$ cat src/serial_io_settings.svh
// Build-time settings for the shared-pin serial peripheral
// FIFO depth, baud divider width and divider reset value
`ifndef SERIAL_IO_SETTINGS_SVH
`define SERIAL_IO_SETTINGS_SVH

//////////////////////////////////////////////////
// FIFO sizing
//////////////////////////////////////////////////

// Entries per byte FIFO, same for transmit and receive
`define SIO_FIFO_DEPTH 8

//////////////////////////////////////////////////
// Baud generator
//////////////////////////////////////////////////

// Width of the divider register
`define SIO_DIV_W 16

// Divider after reset
// One bit time is divider+1 clocks
`define SIO_DIV_RESET 16'd7

`endif

$ cat src/serial_io_pkg.sv
// Shared types for the serial peripheral
// Register map, pad modes and UART FSM states
package serial_io_pkg;

   // Register map, word addresses
   typedef enum logic [3:0] {
      REG_CTRL     = 4'd0,  // bit0 tx en, bit1 rx en
      REG_BAUD     = 4'd1,  // Bit time divider
      REG_STATUS   = 4'd2,  // Fifo flags, sticky overrun
      REG_TXDATA   = 4'd3,  // Write pushes tx fifo
      REG_RXDATA   = 4'd4,  // Read pops rx fifo
      REG_GPIO_OUT = 4'd5,  // bits1:0 out, bits3:2 oe
      REG_GPIO_IN  = 4'd6   // Pad levels
   } reg_addr_e;

   // Pad owner select
   typedef enum logic [1:0] {
      PAD_UART = 2'b00,
      PAD_GPIO = 2'b01,
      PAD_OFF0 = 2'b10,  // Pads released
      PAD_OFF1 = 2'b11   // Pads released
   } pad_mode_e;

   // Transmitter FSM
   typedef enum logic [1:0] {TX_IDLE, TX_START, TX_DATA, TX_STOP} tx_state_e;

   // Receiver FSM
   typedef enum logic [1:0] {RX_IDLE, RX_START, RX_DATA, RX_STOP} rx_state_e;

endpackage

$ cat src/byte_fifo.sv
// Synchronous byte FIFO
// Occupancy counter gives full/empty, push while full is dropped
`timescale 1ns/1ps
`include "serial_io_settings.svh"

module byte_fifo #(
   parameter int DEPTH = `SIO_FIFO_DEPTH
) (
   input  logic       app_clk_i,
   input  logic       rst_n_i,
   input  logic       push_i,      // Write strobe
   input  logic [7:0] wr_data_i,
   input  logic       pop_i,       // Read strobe
   output logic [7:0] rd_data_o,   // Head entry, no latency
   output logic       full_o,
   output logic       empty_o,
   output logic       drop_o       // Push lost this cycle
);

   localparam int AW = $clog2(DEPTH);

   logic [7:0]    mem [DEPTH];
   logic [AW-1:0] wr_ptr_q;
   logic [AW-1:0] rd_ptr_q;
   logic [AW:0]   count_q;        // One bit wider than pointers
   logic          do_push;
   logic          do_pop;

   assign full_o  = (count_q == (AW+1)'(DEPTH));
   assign empty_o = (count_q == '0);

   // A pop in the same cycle frees the slot, so a full FIFO still takes the push
   assign do_pop  = pop_i & ~empty_o;
   assign do_push = push_i & (~full_o | pop_i);
   assign drop_o  = push_i & full_o & ~pop_i;

   assign rd_data_o = mem[rd_ptr_q];

   // Storage
   always_ff @(posedge app_clk_i) begin
      if (do_push)
         mem[wr_ptr_q] <= wr_data_i;
   end

   always_ff @(posedge app_clk_i or negedge rst_n_i) begin
      if (!rst_n_i) begin
         wr_ptr_q <= '0;
         rd_ptr_q <= '0;
         count_q  <= '0;
      end else begin
         if (do_push)
            wr_ptr_q <= (wr_ptr_q == AW'(DEPTH-1)) ? '0 : wr_ptr_q + 1'b1;  // Wrap
         if (do_pop)
            rd_ptr_q <= (rd_ptr_q == AW'(DEPTH-1)) ? '0 : rd_ptr_q + 1'b1;
         case ({do_push, do_pop})
            2'b10:   count_q <= count_q + 1'b1;
            2'b01:   count_q <= count_q - 1'b1;
            default: count_q <= count_q;  // Both or neither
         endcase
      end
   end

endmodule

$ cat src/periph_regs.sv
// Register bus decoder for the serial peripheral
// Control, baud, status, GPIO and FIFO data ports, one-cycle ack
`timescale 1ns/1ps
`include "serial_io_settings.svh"

module periph_regs import serial_io_pkg::*; (
   input  logic                  app_clk_i,
   input  logic                  rst_n_i,
   // Register bus
   input  logic                  reg_cs_i,
   input  logic                  reg_wr_i,
   input  logic [3:0]            reg_addr_i,
   input  logic [31:0]           reg_wdata_i,
   output logic [31:0]           reg_rdata_o,
   output logic                  reg_ack_o,
   // Transmit FIFO side
   output logic                  tx_push_o,
   output logic [7:0]            tx_data_o,
   input  logic                  tx_full_i,
   input  logic                  tx_empty_i,
   // Receive FIFO side
   output logic                  rx_pop_o,
   input  logic [7:0]            rx_data_i,
   input  logic                  rx_empty_i,
   input  logic                  rx_drop_i,
   // Control out
   output logic                  tx_en_o,
   output logic                  rx_en_o,
   output logic [`SIO_DIV_W-1:0] baud_div_o,
   output logic [1:0]            gpio_out_o,
   output logic [1:0]            gpio_oe_o,
   input  logic [1:0]            gpio_in_i
);

   reg_addr_e   addr;
   logic        acc_start;     // First cycle of cs
   logic        wr_ack;        // Write commits in ack cycle
   logic        rd_ack;
   logic        overrun_q;     // Sticky rx drop
   logic [31:0] rdata_mux;

   assign addr      = reg_addr_e'(reg_addr_i);
   assign acc_start = reg_cs_i & ~reg_ack_o;
   assign wr_ack    = reg_ack_o & reg_cs_i & reg_wr_i;
   assign rd_ack    = reg_ack_o & reg_cs_i & ~reg_wr_i;

   // Head byte already latched into rdata, pop it now
   assign rx_pop_o = rd_ack & (addr == REG_RXDATA);

   //////////////////////////////////////////////////
   // Read mux
   //////////////////////////////////////////////////
   always_comb begin
      case (addr)
         REG_CTRL:     rdata_mux = {30'h0, rx_en_o, tx_en_o};
         REG_BAUD:     rdata_mux = {{(32-`SIO_DIV_W){1'b0}}, baud_div_o};
         REG_STATUS:   rdata_mux = {28'h0, overrun_q, rx_empty_i, tx_empty_i, tx_full_i};
         REG_RXDATA:   rdata_mux = {24'h0, rx_data_i};
         REG_GPIO_OUT: rdata_mux = {28'h0, gpio_oe_o, gpio_out_o};
         REG_GPIO_IN:  rdata_mux = {30'h0, gpio_in_i};
         default:      rdata_mux = 32'h0;  // TXDATA and holes
      endcase
   end

   // Ack pulse, one cycle per access
   always_ff @(posedge app_clk_i or negedge rst_n_i) begin
      if (!rst_n_i)
         reg_ack_o <= 1'b0;
      else
         reg_ack_o <= acc_start;
   end

   // Read data valid with ack
   always_ff @(posedge app_clk_i) begin
      if (acc_start)
         reg_rdata_o <= rdata_mux;
   end

   // Tx byte held for the push strobe
   always_ff @(posedge app_clk_i) begin
      if (wr_ack && addr == REG_TXDATA)
         tx_data_o <= reg_wdata_i[7:0];
   end

   //////////////////////////////////////////////////
   // Control registers
   //////////////////////////////////////////////////
   always_ff @(posedge app_clk_i or negedge rst_n_i) begin
      if (!rst_n_i) begin
         tx_en_o    <= 1'b0;
         rx_en_o    <= 1'b0;
         baud_div_o <= `SIO_DIV_RESET;
         gpio_out_o <= 2'b00;
         gpio_oe_o  <= 2'b00;
         overrun_q  <= 1'b0;
         tx_push_o  <= 1'b0;
      end else begin
         tx_push_o <= wr_ack & (addr == REG_TXDATA);  // Strobe one cycle after ack
         if (wr_ack && addr == REG_CTRL) begin
            tx_en_o <= reg_wdata_i[0];
            rx_en_o <= reg_wdata_i[1];
         end
         if (wr_ack && addr == REG_BAUD)
            baud_div_o <= reg_wdata_i[`SIO_DIV_W-1:0];
         if (wr_ack && addr == REG_GPIO_OUT) begin
            gpio_out_o <= reg_wdata_i[1:0];
            gpio_oe_o  <= reg_wdata_i[3:2];
         end
         // Set wins over a clear in the same cycle
         if (rx_drop_i)
            overrun_q <= 1'b1;
         else if (wr_ack && addr == REG_STATUS && reg_wdata_i[3])
            overrun_q <= 1'b0;  // Write 1 to clear
      end
   end

endmodule

$ cat src/serial_io_top.sv
// Shared-pin serial peripheral top level
// Register block, tx/rx FIFOs, UART and the pad mode multiplexer
`timescale 1ns/1ps
`include "serial_io_settings.svh"

module serial_io_top import serial_io_pkg::*; (
   input  logic        app_clk_i,
   input  logic        rst_n_i,
   input  logic [1:0]  pad_sel_i,     // Pad owner
   // Register bus
   input  logic        reg_cs_i,
   input  logic        reg_wr_i,
   input  logic [3:0]  reg_addr_i,
   input  logic [31:0] reg_wdata_i,
   output logic [31:0] reg_rdata_o,
   output logic        reg_ack_o,
   // Pads, RXD or GPIO0 / TXD or GPIO1
   input  logic        pad0_i,
   output logic        pad0_o,
   output logic        pad0_oen_o,    // Active low
   input  logic        pad1_i,
   output logic        pad1_o,
   output logic        pad1_oen_o     // Active low
);

   pad_mode_e             mode;
   logic [31:0]           regs_rdata;
   logic                  tx_push, tx_pop, tx_full, tx_empty;
   logic                  rx_push, rx_pop, rx_empty, rx_drop;
   logic [7:0]            tx_wdata, tx_rdata, rx_wdata, rx_rdata;
   logic                  tx_en, rx_en, txd, rxd;
   logic [`SIO_DIV_W-1:0] baud_div;
   logic [1:0]            gpio_out, gpio_oe;
   logic [1:0]            gpio_meta_q, gpio_in_q;  // Pad input sync

   assign mode = pad_mode_e'(pad_sel_i);

   // Ack always passes, data only from an active mode
   assign reg_rdata_o = (mode == PAD_UART || mode == PAD_GPIO) ? regs_rdata : 32'h0;

   assign rxd = (mode == PAD_UART) ? pad0_i : 1'b1;  // Idle line otherwise

   //////////////////////////////////////////////////
   // Pad mode multiplexer
   //////////////////////////////////////////////////
   always_comb begin
      case (mode)
         PAD_UART: {pad1_o, pad1_oen_o, pad0_o, pad0_oen_o} = {txd, 1'b0, 1'b1, 1'b1};
         PAD_GPIO: {pad1_o, pad1_oen_o, pad0_o, pad0_oen_o} =
                      {gpio_out[1], ~gpio_oe[1], gpio_out[0], ~gpio_oe[0]};
         default:  {pad1_o, pad1_oen_o, pad0_o, pad0_oen_o} = 4'b1111;  // Released
      endcase
   end

   // GPIO input path, two flops
   always_ff @(posedge app_clk_i or negedge rst_n_i) begin
      if (!rst_n_i) begin
         gpio_meta_q <= 2'b00;
         gpio_in_q   <= 2'b00;
      end else begin
         gpio_meta_q <= (mode == PAD_GPIO) ? {pad1_i, pad0_i} : 2'b00;
         gpio_in_q   <= gpio_meta_q;
      end
   end

   periph_regs u_regs (
      .app_clk_i(app_clk_i), .rst_n_i(rst_n_i),
      .reg_cs_i(reg_cs_i), .reg_wr_i(reg_wr_i), .reg_addr_i(reg_addr_i),
      .reg_wdata_i(reg_wdata_i), .reg_rdata_o(regs_rdata), .reg_ack_o(reg_ack_o),
      .tx_push_o(tx_push), .tx_data_o(tx_wdata), .tx_full_i(tx_full), .tx_empty_i(tx_empty),
      .rx_pop_o(rx_pop), .rx_data_i(rx_rdata), .rx_empty_i(rx_empty), .rx_drop_i(rx_drop),
      .tx_en_o(tx_en), .rx_en_o(rx_en), .baud_div_o(baud_div),
      .gpio_out_o(gpio_out), .gpio_oe_o(gpio_oe), .gpio_in_i(gpio_in_q)
   );

   byte_fifo #(.DEPTH(`SIO_FIFO_DEPTH)) u_tx_fifo (
      .app_clk_i(app_clk_i), .rst_n_i(rst_n_i),
      .push_i(tx_push), .wr_data_i(tx_wdata), .pop_i(tx_pop), .rd_data_o(tx_rdata),
      .full_o(tx_full), .empty_o(tx_empty), .drop_o()  // Dropped bytes not reported
   );

   byte_fifo #(.DEPTH(`SIO_FIFO_DEPTH)) u_rx_fifo (
      .app_clk_i(app_clk_i), .rst_n_i(rst_n_i),
      .push_i(rx_push), .wr_data_i(rx_wdata), .pop_i(rx_pop), .rd_data_o(rx_rdata),
      .full_o(), .empty_o(rx_empty), .drop_o(rx_drop)  // Drop feeds overrun
   );

   uart_tx u_uart_tx (
      .app_clk_i(app_clk_i), .rst_n_i(rst_n_i), .tx_en_i(tx_en), .baud_div_i(baud_div),
      .fifo_data_i(tx_rdata), .fifo_empty_i(tx_empty), .fifo_pop_o(tx_pop), .txd_o(txd)
   );

   uart_rx u_uart_rx (
      .app_clk_i(app_clk_i), .rst_n_i(rst_n_i), .rx_en_i(rx_en), .baud_div_i(baud_div),
      .rxd_i(rxd), .fifo_push_o(rx_push), .fifo_data_o(rx_wdata)
   );

endmodule

$ cat src/uart_rx.sv
// UART receiver, 8N1, LSB first
// Synchronizer, half-bit start check, mid-bit sampling, stop-bit check
`timescale 1ns/1ps
`include "serial_io_settings.svh"

module uart_rx import serial_io_pkg::*; (
   input  logic                  app_clk_i,
   input  logic                  rst_n_i,
   input  logic                  rx_en_i,
   input  logic [`SIO_DIV_W-1:0] baud_div_i,   // Bit time minus one
   input  logic                  rxd_i,        // Async line
   output logic                  fifo_push_o,  // One per good frame
   output logic [7:0]            fifo_data_o
);

   rx_state_e             state_q;
   logic [1:0]            sync_q;       // Double flop
   logic                  rxd_prev_q;   // For edge detect
   logic                  rxd_s;
   logic [`SIO_DIV_W-1:0] bit_cnt_q;
   logic [2:0]            bit_idx_q;
   logic [7:0]            shift_q;
   logic                  sample_pt;    // Current bit is sampled here
   logic                  fall;

   assign rxd_s = sync_q[1];
   assign fall  = rxd_prev_q & ~rxd_s;

   // Half a bit into the start bit, then a full bit per sample
   assign sample_pt = (state_q == RX_START) ? (bit_cnt_q == (baud_div_i >> 1))
                                            : (bit_cnt_q == baud_div_i);

   assign fifo_data_o = shift_q;  // Stable in idle while push is high

   //////////////////////////////////////////////////
   // Input synchronizer
   //////////////////////////////////////////////////
   always_ff @(posedge app_clk_i or negedge rst_n_i) begin
      if (!rst_n_i) begin
         sync_q     <= 2'b11;
         rxd_prev_q <= 1'b1;
      end else begin
         sync_q     <= {sync_q[0], rxd_i};
         rxd_prev_q <= rxd_s;
      end
   end

   // Data bits enter at the top, LSB first
   always_ff @(posedge app_clk_i) begin
      if (state_q == RX_DATA && sample_pt)
         shift_q <= {rxd_s, shift_q[7:1]};
   end

   //////////////////////////////////////////////////
   // Frame FSM
   //////////////////////////////////////////////////
   always_ff @(posedge app_clk_i or negedge rst_n_i) begin
      if (!rst_n_i) begin
         state_q     <= RX_IDLE;
         bit_cnt_q   <= '0;
         bit_idx_q   <= '0;
         fifo_push_o <= 1'b0;
      end else begin
         fifo_push_o <= 1'b0;
         bit_cnt_q   <= (state_q == RX_IDLE || sample_pt) ? '0 : bit_cnt_q + 1'b1;
         case (state_q)
            RX_IDLE: begin
               if (rx_en_i && fall)
                  state_q <= RX_START;
            end
            RX_START: begin
               if (sample_pt) begin
                  bit_idx_q <= '0;
                  // Line back high at half bit is a glitch
                  state_q   <= rxd_s ? RX_IDLE : RX_DATA;
               end
            end
            RX_DATA: begin
               if (sample_pt) begin
                  bit_idx_q <= bit_idx_q + 1'b1;
                  if (bit_idx_q == 3'd7)
                     state_q <= RX_STOP;
               end
            end
            RX_STOP: begin
               if (sample_pt) begin
                  state_q     <= RX_IDLE;
                  fifo_push_o <= rxd_s;  // Framing error drops the byte
               end
            end
            default: state_q <= RX_IDLE;
         endcase
      end
   end

endmodule

$ cat src/uart_tx.sv
// UART transmitter, 8N1, LSB first
// Pops the transmit FIFO and serializes start, data and stop bits
`timescale 1ns/1ps
`include "serial_io_settings.svh"

module uart_tx import serial_io_pkg::*; (
   input  logic                  app_clk_i,
   input  logic                  rst_n_i,
   input  logic                  tx_en_i,
   input  logic [`SIO_DIV_W-1:0] baud_div_i,   // Bit time minus one
   input  logic [7:0]            fifo_data_i,
   input  logic                  fifo_empty_i,
   output logic                  fifo_pop_o,
   output logic                  txd_o          // Idles high
);

   tx_state_e             state_q;
   logic [`SIO_DIV_W-1:0] bit_cnt_q;
   logic [2:0]            bit_idx_q;    // Data bit number
   logic [7:0]            shift_q;
   logic                  bit_end;
   logic                  can_load;

   assign bit_end  = (bit_cnt_q == baud_div_i);
   assign can_load = tx_en_i & ~fifo_empty_i;

   // Load from idle, or straight after a stop bit for back-to-back bytes
   always_comb begin
      case (state_q)
         TX_IDLE: fifo_pop_o = can_load;
         TX_STOP: fifo_pop_o = can_load & bit_end;
         default: fifo_pop_o = 1'b0;
      endcase
   end

   // Shift register, bit 0 is next out
   always_ff @(posedge app_clk_i) begin
      if (fifo_pop_o)
         shift_q <= fifo_data_i;
      else if (bit_end && (state_q == TX_START || state_q == TX_DATA))
         shift_q <= {1'b0, shift_q[7:1]};
   end

   always_ff @(posedge app_clk_i or negedge rst_n_i) begin
      if (!rst_n_i) begin
         state_q   <= TX_IDLE;
         bit_cnt_q <= '0;
         bit_idx_q <= '0;
         txd_o     <= 1'b1;
      end else begin
         bit_cnt_q <= (state_q == TX_IDLE || bit_end) ? '0 : bit_cnt_q + 1'b1;
         if (fifo_pop_o) begin
            state_q <= TX_START;
            txd_o   <= 1'b0;  // Start bit
         end else if (bit_end) begin
            case (state_q)
               TX_START: begin
                  state_q   <= TX_DATA;
                  bit_idx_q <= '0;
                  txd_o     <= shift_q[0];
               end
               TX_DATA: begin
                  bit_idx_q <= bit_idx_q + 1'b1;
                  if (bit_idx_q == 3'd7) begin
                     state_q <= TX_STOP;
                     txd_o   <= 1'b1;  // Stop bit
                  end else begin
                     txd_o <= shift_q[0];
                  end
               end
               TX_STOP: state_q <= TX_IDLE;  // Nothing queued
               default: state_q <= TX_IDLE;
            endcase
         end
      end
   end

endmodule

$ cat config.mk
export PLATFORM = sky130hd
export DESIGN_NAME = serial_io_top
export DESIGN_NICKNAME = d
export VERILOG_FILES = /design/src/serial_io_pkg.sv /design/src/byte_fifo.sv /design/src/periph_regs.sv /design/src/serial_io_top.sv /design/src/uart_rx.sv /design/src/uart_tx.sv
export VERILOG_INCLUDE_DIRS = /design/src /design/src/src
export SDC_FILE = /design/constraint.sdc
export NUM_CORES = 1
export LEC_CHECK = 0
export BUFFER_PORTS_ARGS = -buffer_cell sky130_fd_sc_hd__buf_2
export CAP_MARGIN = 10
export CORE_MARGIN = 5
export CORE_UTILIZATION = 38
export CTS_BUF_LIST = sky130_fd_sc_hd__clkbuf_16
export CTS_CLUSTER_DIAMETER = 40
export DETAILED_ROUTE_END_ITERATION = 10
export GPL_ROUTABILITY_DRIVEN = 1
export GPL_TIMING_DRIVEN = 0
export SLEW_MARGIN = 20
export SYNTH_ARGS = -nofsm -noshare
export SYNTH_HDL_FRONTEND = slang
export SYNTH_SLANG_ARGS = --single-unit
$ cat constraint.sdc
create_clock -name app_clk_i -period 4.2 [get_ports app_clk_i]
set_clock_uncertainty 0.15 [all_clocks]
set_input_delay 0.84 -clock app_clk_i [delete_from_list [all_inputs] [get_ports app_clk_i]]
set_output_delay 0.84 -clock app_clk_i [all_outputs]
set_load 0.005 [all_outputs]
==> results.cfg <==
[status]
status = finished clean

[yosys]
synth-simple-area-share_pct = 10.5
synth-edff-count = 168
synth_top_family_by_area = multiplexers
synth-seq-area-share_pct = 63.0
synthTopCellsByArea = edfxtp_1 (43%), dfrtp_1 (19%), mux4_2 (6.1%)
synth-main-ff-cell = edfxtp_1
synth.ff_latch_count = 264
postSynthCellCount = 824
syn_avg_cell_area_um2 = 14.4
synthAdderAreaFrac_pct = 3.13
synthMuxAreaShare_pct = 11.3
synth_top_area_share_pct = 42.6
synth_area_um2 = 11800
synth_xor_area_share_pct = 5.03
synth.distinct_cells = 61
yosysTopAreaCell = edfxtp_1
ys_warn_count = 0
synth-compound-area-share_pct = 4.12
async_flop_share_pct = 36.4

[pwr]
leakagePower_nw = 5.26
p_per_area_nw_per_um2 = 504
vdd_drop_max_v = 0.000342

[die]
core_area_um2 = 30700
fp.dieH_um = 186
pin_count = 81
die_x_um = 186
fp-row-count = 64
dieArea_um2 = 34800
initial_utilization_pct = 38.6

[placement]
dpl.cell_count = 1290
dp_hpwl_um = 17400
gp_congestion = 0.788
dp_slack_ns = 0.331
portBuffers = 47

[route]
dr.pass1.iters = 5
antenna_left = 0
drt-vias-per-instance = 5.06
route.detailed.drc = 0
initialDrtViolationCount = 395
routed-via-count = 6883
wl_per_cell_um = 18.7
routed_wl_um = 25500

[timing]
fmaxAchievable_mhz = 279
hold_viol_final = 0
report.final.slew_viol_count = 0
period_share_pct = 85.4
max_slew_margin_pct = 27.1
setup_violations = 0
period_needed_ns = 3.59
rsz0062_at_grt = false
worst_slew_pin_slew_ns = 1.08
fin_ws_ns = 0.611

[grt]
gr-total-overflow = 0
grt_pass1_wl_um = 40400
grt_max_degree = 72
grt_antenna_before_repair = 0
grt.total_usage_pct = 14.5
grt_pass1_vias = 7037

[cts]
cts_setup_buffers = 0
clock_latency_ns = 0.51
cts_root_buffer = clkbuf_16
clk_pin_slew_ns = 0.05
tritoncts = done
htreeDepth = 2
numCtsBuffers = 39
ctsHoldBuffers = 0
cts_sinks = 264
clockBufferDepth = 3
cts_resized = 0

[setup_path]
critPathBufInv = 1
cpLargestDelayFamily = compound AO/OA/AOI/OAI gates
required_ns = 4.43
worstPathMaxFanout = 9
crit_arrival_ns = 3.82
path_class = flop to flop
end_kind = flop
cp_slowest_stage_delay_ns = 0.69
rrSetupSlack_ns = 0.61
crit_top_cell = xor2_1
critPathSlowestCell = o41ai_4
cp-start-kind = flop
crit_chain = xnor2_1, nand4_1, o41ai_4, a21oi_2, nor2_1, inv_1, ha_1, xor2_1, ha_1, a21oi_1, xor2_1, nor2_1, xor2_1

[cells_and_area]
utilization_pct = 45.5
fin_nets = 1008
layout-drive-gt1-share_pct = 24.2
diodes = 0
areaGrowthSynthToFinish_pct = 17.9
instances_no_fill = 1361

[hold_path]
min_path_type = primary input to asynchronous set/reset pin

[run]
drv.max_cap_violation_count = 0
-- where the power goes --
part / switching [W] / internal (W)
sequential: 0.000155 / 0.00289
combinational: 0.000569 / 0.000454
clock: 0.00118 / 0.00178
total: 0.00190 / 0.00512
-- cell usage after synthesis, drive strengths merged, types with 4 or more instances --
cell / instances
nand3: 24
nand2: 47
dfrtp: 89
xnor2: 47
nor4: 6
nor2b: 21
and2: 10
and3: 12
clkbuf: 16
nor3: 28
buf: 28
or3: 7
xor2: 21
nand2b: 9
inv: 22
mux4: 32
nor2: 45
o22ai: 4
edfxtp: 168
dfstp: 7
o221ai: 8
nand4: 8
mux2: 31
o21ai: 29
mux2i: 27
ha: 28
a21oi: 14
nor3b: 6
-- sequential cells by signal, indices dropped and copies added (netlist names), 4 cells and up, named ones only --
register               cells
u_rx_fifo.mem             64
u_uart_rx.fifo_data_o      8
u_tx_fifo.count_q          4
u_uart_tx.shift_q          8
u_rx_fifo.count_q          4
u_regs.baud_div_o         16
u_regs.reg_rdata_o        16
u_regs.tx_data_o           8
u_uart_tx.bit_cnt_q       16
u_tx_fifo.mem             64
u_uart_rx.bit_cnt_q       16
-- kinds of logic after synthesis --
logic type,after synthesis
AO/OA/AOI/OAI,72
XOR/XNOR,68
adder cells (fa/ha/maj),29
buffers and inverters,66
flip-flops,264
multiplexers,90
other,1
AND/OR/NAND/NOR,234
-- layer usage --
metal / up-vias / wire length [µm] / track usage (%) / part of all wire [%]
met1: 3428 / 11600 / 20.3 / 45
li1: 3269 / - / - / -
met4: 0 / 515 / 3.53 / 2.0
met2: 145 / 12300 / 23.6 / 48
met3: 41 / 1100 / 2.78 / 4.3
met5: - / 0 / 0 / 0
-- final timing paths --
path                                       from                     to  cells after the start
max reg2reg                u_regs.baud_div_o[5]   u_tx_fifo.count_q[2]                     13
max                        u_regs.baud_div_o[5]   u_tx_fifo.count_q[2]                     13
min                                     rst_n_i  u_regs.baud_div_o[11]                      1
min in group app_clk_i           gpio_meta_q[0]           gpio_in_q[0]                      0
max in group asynchronous               rst_n_i    u_uart_rx.sync_q[0]                      2
min reg2reg                      gpio_meta_q[0]           gpio_in_q[0]                      0
-- cell type report --
| type | instances | area, µm² |
|---|---|---|
| sequential | 264 | 7460 |
| clock buffer | 39 | 976 |
| timing repair buffer | 55 | 325 |
| multi-input combinational | 509 | 4130 |
| clock inverter | 32 | 229 |
| buffer | 44 | 251 |
| inverter | 22 | 82.6 |
| fill | 2744 | 16700 |
| tap | 396 | 495 |
-- cells in the final DEF (no fill, tap or decap), types with 13 or more instances in the layout --
master / instances
xor2_1: 21
a21oi_1: 13
nand2_1: 46
nor2_1: 43
conb_1: 16
nand3_1: 23
inv_1: 28
mux2_2: 31
ha_1: 28
clkbuf_16: 39
dfrtp_1: 89
xnor2_1: 47
nor2b_1: 20
nor3_1: 24
clkbuf_1: 16
mux2i_1: 27
o21ai_0: 27
mux4_2: 32
buf_4: 23
buf_2: 52
edfxtp_1: 168
-- through the flow --
stage / instance area [µm²] / total power (W) / TNS, ns / hold WS, ns
5_1_grt: 13900 / 0.00736 / 0 / 0.0577
6_report: 13900 / 0.00703 / 0 / 0.0472
2_1_floorplan: 11900 / 0.00382 / 0 / 0.181
4_1_cts: 13900 / 0.00711 / 0 / 0.0496
3_3_place_gp: 12600 / 0.00411 / -0.000225 / 0.183
3_5_place_dp: 12700 / 0.00413 / 0 / 0.187
No activity file was read; power rests on OpenSTA's default activity.
